==> src/hdl/isaPkg.sv <==
package isaPkg;

	////////////////////////////////////////////////////////////////////////////
	// widths
	////////////////////////////////////////////////////////////////////////////

	localparam int wordW    = 32;
	localparam int regAddrW = 5;
	// opcode and funct fields share one width
	localparam int opW      = 6;
	localparam int shamtW   = 5;
	localparam int immW     = 16;
	// j-type target field
	localparam int targetW  = 26;

	// lsb position of each instruction field
	localparam int opLsb    = 26;
	localparam int rsLsb    = 21;
	localparam int rtLsb    = 16;
	localparam int rdLsb    = 11;
	localparam int shamtLsb = 6;

	////////////////////////////////////////////////////////////////////////////
	// opcodes and function codes
	////////////////////////////////////////////////////////////////////////////

	localparam logic [opW-1:0] opRtype = 6'b000000;
	localparam logic [opW-1:0] opJ     = 6'b000010;
	localparam logic [opW-1:0] opBeq   = 6'b000100;
	localparam logic [opW-1:0] opAddi  = 6'b001000;
	localparam logic [opW-1:0] opLw    = 6'b100011;
	localparam logic [opW-1:0] opSw    = 6'b101011;

	// sll is all zero, so an all-zero word is a nop
	localparam logic [opW-1:0] fnSll = 6'b000000;
	localparam logic [opW-1:0] fnAdd = 6'b100000;
	localparam logic [opW-1:0] fnSub = 6'b100010;
	localparam logic [opW-1:0] fnAnd = 6'b100100;
	localparam logic [opW-1:0] fnOr  = 6'b100101;
	localparam logic [opW-1:0] fnSlt = 6'b101010;

	// alu operation select
	typedef enum logic [2:0] {
		aluAdd,
		aluSub,
		aluAnd,
		aluOr,
		aluSlt,
		aluSll
	} aluOpT;

endpackage
==> src/hdl/pipePkg.sv <==
package pipePkg;

	// execute-stage operand source
	typedef enum logic [1:0] {
		fwdNone = 2'b00,
		fwdWb   = 2'b01,
		fwdMem  = 2'b10
	} fwdSelT;

	////////////////////////////////////////////////////////////////////////////
	// control words, one per stage group
	////////////////////////////////////////////////////////////////////////////

	// memory and writeback part
	typedef struct packed {
		logic regWrite;
		logic memToReg;
		logic memWrite;
	} ctrlMT;

	// execute part wraps the later stages
	typedef struct packed {
		ctrlMT         m;
		isaPkg::aluOpT aluOp;
		logic          aluSrc;
		logic          regDst;
	} ctrlET;

	// bubble, nothing written anywhere
	localparam ctrlET ctrlBubble = '{
		m:      '{regWrite: 1'b0, memToReg: 1'b0, memWrite: 1'b0},
		aluOp:  isaPkg::aluAdd,
		aluSrc: 1'b0,
		regDst: 1'b0
	};

endpackage

==> src/hdl/pipeIfs.sv <==
`timescale 1ns/1ns

// control signals between the controller and the datapath
interface ctrlIf;
	// decode stage
	logic [isaPkg::opW-1:0] opD;
	logic [isaPkg::opW-1:0] functD;
	logic                   equalD;
	logic                   pcSrcD;
	logic                   jumpD;
	logic                   branchD;
	// execute stage
	isaPkg::aluOpT aluOpE;
	logic          aluSrcE;
	logic          regDstE;
	logic          memToRegE;
	logic          regWriteE;
	// memory stage
	logic memToRegM;
	logic regWriteM;
	logic memWriteM;
	// writeback stage
	logic memToRegW;
	logic regWriteW;

	modport ctrl (
		input  opD, functD, equalD,
		output pcSrcD, jumpD, branchD,
		output aluOpE, aluSrcE, regDstE, memToRegE, regWriteE,
		output memToRegM, regWriteM, memWriteM,
		output memToRegW, regWriteW
	);

	modport dp (
		output opD, functD, equalD,
		input  pcSrcD, jumpD,
		input  aluOpE, aluSrcE, regDstE,
		input  memWriteM, memToRegW, regWriteW
	);

	// hazard unit only looks
	modport hazard (
		input branchD, pcSrcD, jumpD,
		input memToRegE, regWriteE, memToRegM, regWriteM, regWriteW
	);
endinterface

// register numbers in flight and the stall, flush and forward controls
interface hazardIf;
	logic [isaPkg::regAddrW-1:0] rsD, rtD, rsE, rtE;
	logic [isaPkg::regAddrW-1:0] writeRegE, writeRegM, writeRegW;
	logic                        stallF, stallD, flushD, flushE;
	// decode compare forwards from memory only
	logic                        fwdAD, fwdBD;
	pipePkg::fwdSelT             fwdAE, fwdBE;

	modport dp (
		output rsD, rtD, rsE, rtE, writeRegE, writeRegM, writeRegW,
		input  stallF, stallD, flushD, flushE, fwdAD, fwdBD, fwdAE, fwdBE
	);

	modport hazard (
		input  rsD, rtD, rsE, rtE, writeRegE, writeRegM, writeRegW,
		output stallF, stallD, flushD, flushE, fwdAD, fwdBD, fwdAE, fwdBE
	);

	modport ctrl (
		input flushE
	);
endinterface

==> src/hdl/mipsPipe.sv <==
`timescale 1ns/1ns

module mipsPipe (
	input  logic                     clk,
	input  logic                     arstN,
	// instruction memory
	output logic [isaPkg::wordW-1:0] pc,
	input  logic [isaPkg::wordW-1:0] instr,
	// data memory
	output logic                     memWrite,
	output logic [isaPkg::wordW-1:0] dataAddr,
	output logic [isaPkg::wordW-1:0] writeData,
	input  logic [isaPkg::wordW-1:0] readData
);

	ctrlIf   ctrlBus ();
	hazardIf hazBus ();

	controlUnit controlUnit_inst (
		.clk   (clk),
		.arstN (arstN),
		.ctrl  (ctrlBus.ctrl),
		.haz   (hazBus.ctrl)
	);

	hazardUnit hazardUnit_inst (
		.haz  (hazBus.hazard),
		.ctrl (ctrlBus.hazard)
	);

	datapath datapath_inst (
		.clk       (clk),
		.arstN     (arstN),
		.pc        (pc),
		.instr     (instr),
		.memWrite  (memWrite),
		.dataAddr  (dataAddr),
		.writeData (writeData),
		.readData  (readData),
		.ctrl      (ctrlBus.dp),
		.haz       (hazBus.dp)
	);

endmodule

==> src/hdl/datapath.sv <==
`timescale 1ns/1ns

module datapath (
	input  logic                     clk,
	input  logic                     arstN,
	output logic [isaPkg::wordW-1:0] pc,
	input  logic [isaPkg::wordW-1:0] instr,
	output logic                     memWrite,
	output logic [isaPkg::wordW-1:0] dataAddr,
	output logic [isaPkg::wordW-1:0] writeData,
	input  logic [isaPkg::wordW-1:0] readData,
	ctrlIf.dp                        ctrl,
	hazardIf.dp                      haz
);

	// fetch to decode
	typedef struct packed {
		logic [isaPkg::wordW-1:0] instr;
		logic [isaPkg::wordW-1:0] pcPlus4;
	} fdT;

	// decode to execute
	typedef struct packed {
		logic [isaPkg::wordW-1:0]    srcA;
		logic [isaPkg::wordW-1:0]    srcB;
		logic [isaPkg::wordW-1:0]    signImm;
		logic [isaPkg::regAddrW-1:0] rs;
		logic [isaPkg::regAddrW-1:0] rt;
		logic [isaPkg::regAddrW-1:0] rd;
		logic [isaPkg::shamtW-1:0]   shamt;
	} deT;

	// execute to memory
	typedef struct packed {
		logic [isaPkg::wordW-1:0]    aluOut;
		logic [isaPkg::wordW-1:0]    writeData;
		logic [isaPkg::regAddrW-1:0] writeReg;
	} emT;

	// memory to writeback
	typedef struct packed {
		logic [isaPkg::wordW-1:0]    aluOut;
		logic [isaPkg::wordW-1:0]    readData;
		logic [isaPkg::regAddrW-1:0] writeReg;
	} mwT;

	fdT fd;
	deT de;
	emT em;
	mwT mw;

	logic [isaPkg::wordW-1:0]    pcPlus4F, pcNext, branchTarget, jumpTarget;
	logic [isaPkg::wordW-1:0]    instrD, signImmD, rd1D, rd2D, srcAD, srcBD;
	logic [isaPkg::wordW-1:0]    srcAE, srcBE, aluBE, aluOutE, resultW;
	logic [isaPkg::regAddrW-1:0] writeRegE;

	////////////////////////////////////////////////////////////////////////////
	// fetch
	////////////////////////////////////////////////////////////////////////////

	assign pcPlus4F = pc + 32'd4;

	// jump over branch over sequential
	assign pcNext = ctrl.jumpD ? jumpTarget : (ctrl.pcSrcD ? branchTarget : pcPlus4F);

	always_ff @(posedge clk or negedge arstN) begin
		if (!arstN)
			pc <= '0;
		else if (!haz.stallF)
			pc <= pcNext;
	end

	// fetched word dropped on redirect
	always_ff @(posedge clk or negedge arstN) begin
		if (!arstN)
			fd <= '0;
		else if (haz.flushD)
			fd <= '0;
		else if (!haz.stallD)
			fd <= '{instr: instr, pcPlus4: pcPlus4F};
	end

	////////////////////////////////////////////////////////////////////////////
	// decode
	////////////////////////////////////////////////////////////////////////////

	assign instrD = fd.instr;
	assign ctrl.opD   = instrD[isaPkg::opLsb +: isaPkg::opW];
	assign ctrl.functD = instrD[0 +: isaPkg::opW];
	assign haz.rsD    = instrD[isaPkg::rsLsb +: isaPkg::regAddrW];
	assign haz.rtD    = instrD[isaPkg::rtLsb +: isaPkg::regAddrW];

	// sign extend
	assign signImmD = {{(isaPkg::wordW - isaPkg::immW){instrD[isaPkg::immW-1]}},
		instrD[0 +: isaPkg::immW]};
	assign branchTarget = fd.pcPlus4 + (signImmD << 2);
	// upper nibble of pc+4, word target
	assign jumpTarget = {fd.pcPlus4[isaPkg::wordW-1 -: 4], instrD[0 +: isaPkg::targetW], 2'b00};

	regFile regFile_inst (
		.clk   (clk),
		.arstN (arstN),
		.we    (ctrl.regWriteW),
		.ra1   (haz.rsD),
		.ra2   (haz.rtD),
		.wa    (mw.writeReg),
		.wd    (resultW),
		.rd1   (rd1D),
		.rd2   (rd2D)
	);

	// branch compare sees the memory-stage alu result
	assign srcAD = haz.fwdAD ? em.aluOut : rd1D;
	assign srcBD = haz.fwdBD ? em.aluOut : rd2D;
	assign ctrl.equalD = (srcAD == srcBD);

	always_ff @(posedge clk or negedge arstN) begin
		if (!arstN)
			de <= '0;
		else if (haz.flushE)
			de <= '0;
		else
			de <= '{srcA: rd1D, srcB: rd2D, signImm: signImmD, rs: haz.rsD, rt: haz.rtD,
				rd: instrD[isaPkg::rdLsb +: isaPkg::regAddrW],
				shamt: instrD[isaPkg::shamtLsb +: isaPkg::shamtW]};
	end

	////////////////////////////////////////////////////////////////////////////
	// execute
	////////////////////////////////////////////////////////////////////////////

	// operand forwarding
	always_comb begin
		case (haz.fwdAE)
			pipePkg::fwdMem: srcAE = em.aluOut;
			pipePkg::fwdWb:  srcAE = resultW;
			default:         srcAE = de.srcA;
		endcase
		case (haz.fwdBE)
			pipePkg::fwdMem: srcBE = em.aluOut;
			pipePkg::fwdWb:  srcBE = resultW;
			default:         srcBE = de.srcB;
		endcase
	end

	assign aluBE     = ctrl.aluSrcE ? de.signImm : srcBE;
	assign writeRegE = ctrl.regDstE ? de.rd : de.rt;
	assign haz.rsE   = de.rs;
	assign haz.rtE   = de.rt;
	assign haz.writeRegE = writeRegE;

	alu alu_inst (
		.a     (srcAE),
		.b     (aluBE),
		.shamt (de.shamt),
		.op    (ctrl.aluOpE),
		.y     (aluOutE)
	);

	always_ff @(posedge clk or negedge arstN) begin
		if (!arstN)
			em <= '0;
		else
			em <= '{aluOut: aluOutE, writeData: srcBE, writeReg: writeRegE};
	end

	////////////////////////////////////////////////////////////////////////////
	// memory and writeback
	////////////////////////////////////////////////////////////////////////////

	assign memWrite      = ctrl.memWriteM;
	assign dataAddr      = em.aluOut;
	assign writeData     = em.writeData;
	assign haz.writeRegM = em.writeReg;

	always_ff @(posedge clk or negedge arstN) begin
		if (!arstN)
			mw <= '0;
		else
			mw <= '{aluOut: em.aluOut, readData: readData, writeReg: em.writeReg};
	end

	assign resultW       = ctrl.memToRegW ? mw.readData : mw.aluOut;
	assign haz.writeRegW = mw.writeReg;

	// only word fetches
	assert property (@(posedge clk) disable iff (!arstN) pc[1:0] == 2'b00);

endmodule

==> src/hdl/alu.sv <==
`timescale 1ns/1ns

module alu (
	input  logic [isaPkg::wordW-1:0]  a,
	input  logic [isaPkg::wordW-1:0]  b,
	input  logic [isaPkg::shamtW-1:0] shamt,
	input  isaPkg::aluOpT             op,
	output logic [isaPkg::wordW-1:0]  y
);

	always_comb begin
		case (op)
			isaPkg::aluAdd: y = a + b;
			isaPkg::aluSub: y = a - b;
			isaPkg::aluAnd: y = a & b;
			isaPkg::aluOr:  y = a | b;
			// signed compare
			isaPkg::aluSlt: y = ($signed(a) < $signed(b)) ? 32'd1 : 32'd0;
			// shift the rt operand, rs unused
			isaPkg::aluSll: y = b << shamt;
			default:        y = '0;
		endcase
	end

	// op comes from the execute-stage control word, never X
	always_comb begin
		assert final (!$isunknown(op));
	end

endmodule

==> src/hdl/regFile.sv <==
`timescale 1ns/1ns

module regFile (
	input  logic                        clk,
	input  logic                        arstN,
	input  logic                        we,
	input  logic [isaPkg::regAddrW-1:0] ra1,
	input  logic [isaPkg::regAddrW-1:0] ra2,
	input  logic [isaPkg::regAddrW-1:0] wa,
	input  logic [isaPkg::wordW-1:0]    wd,
	output logic [isaPkg::wordW-1:0]    rd1,
	output logic [isaPkg::wordW-1:0]    rd2
);

	// r0 has no storage
	logic [isaPkg::wordW-1:0] regs [1:31];

	// falling edge, decode reads the new value in the same cycle
	always_ff @(negedge clk) begin
		if (we && wa != '0)
			regs[wa] <= wd;
	end

	assign rd1 = (ra1 == '0) ? '0 : regs[ra1];
	assign rd2 = (ra2 == '0) ? '0 : regs[ra2];

	// write address must be known when enabled
	assert property (@(negedge clk) disable iff (!arstN) we |-> !$isunknown(wa));

endmodule

==> src/hdl/hazardUnit.sv <==
`timescale 1ns/1ns

module hazardUnit (
	hazardIf.hazard haz,
	ctrlIf.hazard   ctrl
);

	logic lwStall;
	logic branchStall;

	// memory stage wins over writeback and register 0 never forwards
	function automatic pipePkg::fwdSelT fwdSel(input logic [isaPkg::regAddrW-1:0] src,
			input logic regWriteM, input logic [isaPkg::regAddrW-1:0] writeRegM,
			input logic regWriteW, input logic [isaPkg::regAddrW-1:0] writeRegW);
		if (src == '0)
			return pipePkg::fwdNone;
		if (regWriteM && src == writeRegM)
			return pipePkg::fwdMem;
		if (regWriteW && src == writeRegW)
			return pipePkg::fwdWb;
		return pipePkg::fwdNone;
	endfunction

	////////////////////////////////////////////////////////////////////////////
	// forwarding
	////////////////////////////////////////////////////////////////////////////

	assign haz.fwdAE = fwdSel(haz.rsE, ctrl.regWriteM, haz.writeRegM,
		ctrl.regWriteW, haz.writeRegW);
	assign haz.fwdBE = fwdSel(haz.rtE, ctrl.regWriteM, haz.writeRegM,
		ctrl.regWriteW, haz.writeRegW);

	// branch compare in decode takes the memory-stage alu result
	assign haz.fwdAD = (haz.rsD != '0) && ctrl.regWriteM && (haz.rsD == haz.writeRegM);
	assign haz.fwdBD = (haz.rtD != '0) && ctrl.regWriteM && (haz.rtD == haz.writeRegM);

	////////////////////////////////////////////////////////////////////////////
	// stalls and flushes
	////////////////////////////////////////////////////////////////////////////

	// load in execute feeding decode
	assign lwStall = ctrl.memToRegE
		&& ((haz.writeRegE == haz.rsD) || (haz.writeRegE == haz.rtD));

	// branch operand still in execute or still loading in memory
	assign branchStall = ctrl.branchD && (
		(ctrl.regWriteE && ((haz.writeRegE == haz.rsD) || (haz.writeRegE == haz.rtD)))
		|| (ctrl.memToRegM && ((haz.writeRegM == haz.rsD) || (haz.writeRegM == haz.rtD))));

	assign haz.stallF = lwStall | branchStall;
	assign haz.stallD = lwStall | branchStall;
	assign haz.flushE = lwStall | branchStall;
	// squash the fetched instr unless decode holds
	assign haz.flushD = (ctrl.pcSrcD | ctrl.jumpD) & ~haz.stallD;

endmodule

==> src/hdl/controlUnit.sv <==
`timescale 1ns/1ns

module controlUnit (
	input logic   clk,
	input logic   arstN,
	ctrlIf.ctrl   ctrl,
	hazardIf.ctrl haz
);

	pipePkg::ctrlET ctrlD;
	pipePkg::ctrlET ctrlE;
	pipePkg::ctrlMT ctrlM;
	logic           branch;
	logic           jump;
	logic           regWriteW;
	logic           memToRegW;

	////////////////////////////////////////////////////////////////////////////
	// decode
	////////////////////////////////////////////////////////////////////////////

	always_comb begin
		ctrlD  = pipePkg::ctrlBubble;
		branch = 1'b0;
		jump   = 1'b0;
		case (ctrl.opD)
			isaPkg::opRtype: begin
				ctrlD.m.regWrite = 1'b1;
				ctrlD.regDst     = 1'b1;
				case (ctrl.functD)
					isaPkg::fnAdd: ctrlD.aluOp = isaPkg::aluAdd;
					isaPkg::fnSub: ctrlD.aluOp = isaPkg::aluSub;
					isaPkg::fnAnd: ctrlD.aluOp = isaPkg::aluAnd;
					isaPkg::fnOr:  ctrlD.aluOp = isaPkg::aluOr;
					isaPkg::fnSlt: ctrlD.aluOp = isaPkg::aluSlt;
					isaPkg::fnSll: ctrlD.aluOp = isaPkg::aluSll;
					// unknown funct, no write
					default:       ctrlD.m.regWrite = 1'b0;
				endcase
			end
			isaPkg::opLw: begin
				ctrlD.m.regWrite = 1'b1;
				ctrlD.m.memToReg = 1'b1;
				ctrlD.aluSrc     = 1'b1;
			end
			isaPkg::opSw: begin
				ctrlD.m.memWrite = 1'b1;
				ctrlD.aluSrc     = 1'b1;
			end
			isaPkg::opAddi: begin
				ctrlD.m.regWrite = 1'b1;
				ctrlD.aluSrc     = 1'b1;
			end
			// resolved in decode, rest of the word stays a bubble
			isaPkg::opBeq: branch = 1'b1;
			isaPkg::opJ:   jump   = 1'b1;
			default: ;
		endcase
	end

	// redirect right out of decode
	assign ctrl.branchD = branch;
	assign ctrl.jumpD   = jump;
	assign ctrl.pcSrcD  = branch & ctrl.equalD;

	////////////////////////////////////////////////////////////////////////////
	// stage registers
	////////////////////////////////////////////////////////////////////////////

	always_ff @(posedge clk or negedge arstN) begin
		if (!arstN) begin
			ctrlE     <= pipePkg::ctrlBubble;
			ctrlM     <= pipePkg::ctrlBubble.m;
			regWriteW <= 1'b0;
			memToRegW <= 1'b0;
		end else begin
			// bubble into execute on a stall
			ctrlE     <= haz.flushE ? pipePkg::ctrlBubble : ctrlD;
			ctrlM     <= ctrlE.m;
			regWriteW <= ctrlM.regWrite;
			memToRegW <= ctrlM.memToReg;
		end
	end

	assign ctrl.aluOpE    = ctrlE.aluOp;
	assign ctrl.aluSrcE   = ctrlE.aluSrc;
	assign ctrl.regDstE   = ctrlE.regDst;
	assign ctrl.memToRegE = ctrlE.m.memToReg;
	assign ctrl.regWriteE = ctrlE.m.regWrite;
	assign ctrl.memToRegM = ctrlM.memToReg;
	assign ctrl.regWriteM = ctrlM.regWrite;
	assign ctrl.memWriteM = ctrlM.memWrite;
	assign ctrl.memToRegW = memToRegW;
	assign ctrl.regWriteW = regWriteW;

	// a store never writes back
	assert property (@(posedge clk) disable iff (!arstN) !(ctrlM.memWrite && ctrlM.regWrite));

endmodule

==> config.mk <==
export PLATFORM = sky130hd
export DESIGN_NAME = mipsPipe
export DESIGN_NICKNAME = d
export VERILOG_FILES = /design/src/hdl/isaPkg.sv /design/src/hdl/pipePkg.sv /design/src/hdl/pipeIfs.sv /design/src/hdl/mipsPipe.sv /design/src/hdl/datapath.sv /design/src/hdl/alu.sv /design/src/hdl/regFile.sv /design/src/hdl/hazardUnit.sv /design/src/hdl/controlUnit.sv
export SDC_FILE = /design/constraint.sdc
export NUM_CORES = 2
export LEC_CHECK = 0
export BUFFER_PORTS_ARGS = -buffer_cell sky130_fd_sc_hd__buf_2
export CELL_PAD_IN_SITES_DETAIL_PLACEMENT = 1
export CELL_PAD_IN_SITES_GLOBAL_PLACEMENT = 2
export CORE_MARGIN = 2
export CORE_UTILIZATION = 43
export CTS_CLUSTER_DIAMETER = 150
export DETAILED_ROUTE_END_ITERATION = 12
export GPL_ROUTABILITY_DRIVEN = 0
export PLACE_DENSITY = 0.8
export SLEW_MARGIN = 20
export SYNTH_ARGS = -nofsm -noshare
export SYNTH_HDL_FRONTEND = slang
export SYNTH_SLANG_ARGS = --single-unit
==> constraint.sdc <==
create_clock -name clk -period 6.1 [get_ports clk]
set_input_delay 0.305 -clock clk [delete_from_list [all_inputs] [get_ports clk]]
set_output_delay 0.305 -clock clk [all_outputs]
set_load 0.005 [all_outputs]
==> summary.md <==
| Metric | Value |
|---|---|
| WL met1 | 111000 um |
| Crit-path cells | mux4_2 > a22oi_2 > nand4_1 > buf_4 > a221o_1 > a221oi_4 > nand4_1 > buf_4 > buf_4 > buf_4 > buf_4 > nor4_2 > buf_4 > a211oi_4 > buf_12 > clkbuf_16 > a22o_1 |
| Status | finished, violations left |
| Top Metal Used | met5 |
| Largest net degree at the start of global routing | 157 |
| CP Max Fanout | 8 |
| Setup CP Type | reg2reg |
| Crit path required time | 6.80 ns |
| Netlist Area Pre-Place | 70100 um2 |
| Final core utilization | 54.7% |
| Worst setup EP type | flip-flop |
| Post-synth top area cell | edfxtp_1 |
| Total core area | 162000 um2 |
| Bufs on Longest Clock Path | 3 |
| DR vias/cell | 6.45 |
| Post-Syn Instances | 5392 |
| Slowest-stage cell, CP | mux4_2 |
| Die area | 166000 um2 |
| Syn-to-layout area delta | 26.6% |
| Pwr dens | 353 nW/um2 |
| IO buf count | 162 |
| Endpoints failing setup | 96 |
| Synth cell types | 104 |
| TritonCTS clock tree | built |
| Clock Latency Late Sink | 0.86 ns |
| Antenna viol nets, final | 0 |
| CP top delay family | buffers and inverters |
| Overall die width | 408 um |
| Total gr overflow | 0 |
| Most frequent CP cell | buf_4 |
| Clock transition at path regs | 0.06 ns |
| Filler Cell Count | 16800 |
| Initial antenna violation count | 17 |
| Dominant synthesized flop cell | edfxtp_1 |
| DP Worst Slack | -1.08 ns |
| CTS buffer count | 150 |
| Share of Yosys cell area claimed by the top area cell type | 42.5% |
| Slew margin rel. | 11.3% |
| Sink Count | 1329 |
| Drt wl/cell | 33.8 um |
| Seq/Total Area, Yosys | 54.5% |
| Largest stage delay, worst path | 0.54 ns |
| VDD IR max | 0.306 mV |
| Post-Route WL | 320000 um |
| First-pass detailed-route iteration total | 6 |
| Synth warn | 0 |
| Die H | 408 um |
| Final routed DRC violation total | 0 |
| Max Cap Viol | 0 |
| CP arrival | 7.77 ns |
| Io pins | 163 |
| DR iter-0 viols | 8204 |
| Total track usage | 37.4% |
| CTS root buf | clkbuf_16 |
| First-pass GRT wire length | 450000 um |
| H-Tree Depth | 4 |
| Layout cells sized above 1 | 24.3% |
| Fin. Hold Viols | 0 |
| Crit path launch type | flip-flop |
| Nets | 7358 |
| RSZ-0062 raised after global routing | true |
| Fin Clk Skew | 0.0792 ns |
| Metal3 WL | 35700 um |
| Failing checks | setup timing |
| Met2 WL | 146000 um |
| Worst hold path class | in2reg |
| Setup ws final | -0.975 ns |
| DP HPWL | 202000 um |
| Static power due to leakage | 37.9 nW |
| Worst Path Buf+Inv | 8 |
| Synth top area cells | edfxtp_1 42%, dfrtp_1 12%, mux4_2 9.8% |
| Ys async rst share | 25.4% |
| Post-synth EDFFs | 992 |
| Synth Register Bits | 1329 |
| Tightest Pin Transition | 1.32 ns |
| Syn_nets | 5594 |
| Initial core utilization | 43.2% |
| Rows | 148 |
| Avg Cell Area, Syn | 13.0 um2 |
| Vias | 61000 |
| Final Max Tran Viols | 0 |
| Vias in the first global route | 65700 |
==> metal layers <==
layer | up-vias | global-route usage [%]
li1 | 24500 | -
met2 | 4439 | 57.9
met4 | 12 | 29.0
met5 | - | 0
met3 | 1338 | 11.1
met1 | 30700 | 43.7
==> path summary, 6_finish.rpt <==
check | end | start | depth (start not counted) | slack, ns
max in group asynchronous | datapath_inst.instrD[18]$_DFFE_PN0P_ | arstN | 4 | 4.26
min in group asynchronous | datapath_inst.mw[43]$_DFF_PN0_ | arstN | 3 | 0.47
min reg2reg | controlUnit_inst.ctrl.memWriteM$_DFF_PN0_ | controlUnit_inst.ctrlE[5]$_DFF_PN0_ | 0 | 0.37
max reg2reg | datapath_inst.instrD[27]$_DFFE_PN0P_ | datapath_inst.regFile_inst.regs[31][6]$_DFFE_NP_ | 17 | -0.97
max | datapath_inst.instrD[27]$_DFFE_PN0P_ | datapath_inst.regFile_inst.regs[31][6]$_DFFE_NP_ | 17 | -0.97
min | datapath_inst.mw[7]$_DFF_PN0_ | readData[2] | 2 | 0.1
==> state kept, by name, summed over array words and instances, names as in the netlist, 3 cells and up <==
register,count
datapath_inst.instrD,32
datapath_inst.pc,32
datapath_inst.haz.rsE,5
controlUnit_inst.ctrl.aluOpE,3
datapath_inst.de,80
datapath_inst.haz.writeRegM,5
datapath_inst.dataAddr,32
datapath_inst.haz.rtE,5
datapath_inst.regFile_inst.regs,992
datapath_inst.fd,32
datapath_inst.haz.writeRegW,5
datapath_inst.mw,64
datapath_inst.writeData,32
==> worst register-to-register path, delay by kind of cell, from the launching register on <==
kind / cells / cell delay (ns)
flops: 1 / 0.38
mux: 1 / 0.54
compound gates: 5 / 1.22
buf+inv: 8 / 1.32
simple gates: 3 / 0.47
==> where the power goes <==
| group | switching, W | total (W) | internal (W) |
|---|---|---|---|
| sequential | 0.000713 | 0.0119 | 0.0112 |
| combinational | 0.00451 | 0.00684 | 0.00233 |
| clock | 0.00635 | 0.0126 | 0.00621 |
| total | 0.0116 | 0.0313 | 0.0198 |
==> layout make-up <==
| type | instances | area [um2] | area share, % |
|---|---|---|---|
| inverters | 170 | 642 | 0.723 |
| diodes | 7 | 17.5 | 0.0197 |
| flip-flops and latches | 1329 | 38300 | 43.1 |
| multi-input cells | 3515 | 30200 | 34.1 |
| repair buffers | 998 | 8240 | 9.29 |
| clock inverters | 1087 | 4710 | 5.30 |
| well taps | 2175 | 2720 | 3.06 |
| clock buffers | 171 | 3970 | 4.47 |
==> logic make-up (layout without fill, tap and decap cells) <==
logic type,Yosys count,after routing,share of synthesized area (%)
fa+ha+maj,136,136,2.46
xor+xnor,127,127,1.59
buf+inv,548,2426,3.82
flops,1329,1329,54.5
mux,845,845,17.6
simple gates,1167,1167,7.91
other cells,0,7,0
compound gates,1240,1240,12.1
==> placed cells by master (no fill, tap or decap), types with 60 or more instances in the layout <==
| master | synthesis | routed |
|---|---|---|
| inv_1 | 167 | 1189 |
| edfxtp_1 | 992 | 992 |
| buf_4 | 45 | 679 |
| mux2i_1 | 460 | 456 |
| dfrtp_1 | 337 | 323 |
| nor2_1 | 348 | 313 |
| mux4_2 | 305 | 305 |
| nand2_1 | 321 | 301 |
| a21oi_1 | 239 | 230 |
| o21ai_0 | 257 | 207 |
| buf_2 | 94 | 162 |
| clkbuf_16 | 0 | 158 |
| ha_1 | 133 | 131 |
| a22oi_1 | 136 | 130 |
| nand3_1 | 101 | 99 |
| mux2_2 | 80 | 77 |
| nor3_1 | 77 | 70 |
| o22ai_1 | 71 | 69 |
| xnor2_1 | 67 | 67 |
| dlygate4sd3_1 | 0 | 66 |
| a211oi_1 | 69 | 63 |
| buf_12 | 0 | 61 |
| xor2_1 | 60 | 60 |
==> synth_stat cells (94+ instances only) <==
library cell	instances
a21oi_1	239
mux2i_1	460
nor2_1	348
inv_1	167
o21ai_0	257
buf_2	94
mux4_2	305
clkbuf_1	170
edfxtp_1	992
dfrtp_1	337
nand3_1	101
a22oi_1	136
ha_1	133
nand2_1	321
==> stage by stage <==
| step | area, um2 | hold slack, ns | total power (W) | std cells | setup TNS [ns] |
|---|---|---|---|---|---|
| final | 88800 | 0.0966 | 0.0313 | 9452 | -85.69 |
| after global routing | 88800 | 0.0858 | 0.0324 | 9446 | -94.35 |
| after CTS | 88200 | 0.0758 | 0.0310 | 9425 | -71.05 |
| after detailed placement | 78200 | 0.257 | 0.0193 | 8074 | -90.69 |
| after global placement | 78200 | 0.254 | 0.0191 | 8074 | -80.92 |
| after floorplan | 70200 | 0.00941 | 0.0160 | 5392 | -25.56 |
==> timing repair <==
action / 4_1_cts / 5_1_grt
pin swaps: 29 / 33
buffers inserted: 26 / 16
setup endpoints to repair: 100 / 104
gates cloned: 2 / 8
endpoints found under the hold margin: 116 / 0
hold buffers: 67 / 0
resized for setup: 117 / 98
Note: power is estimated with default switching activity, not from simulation.
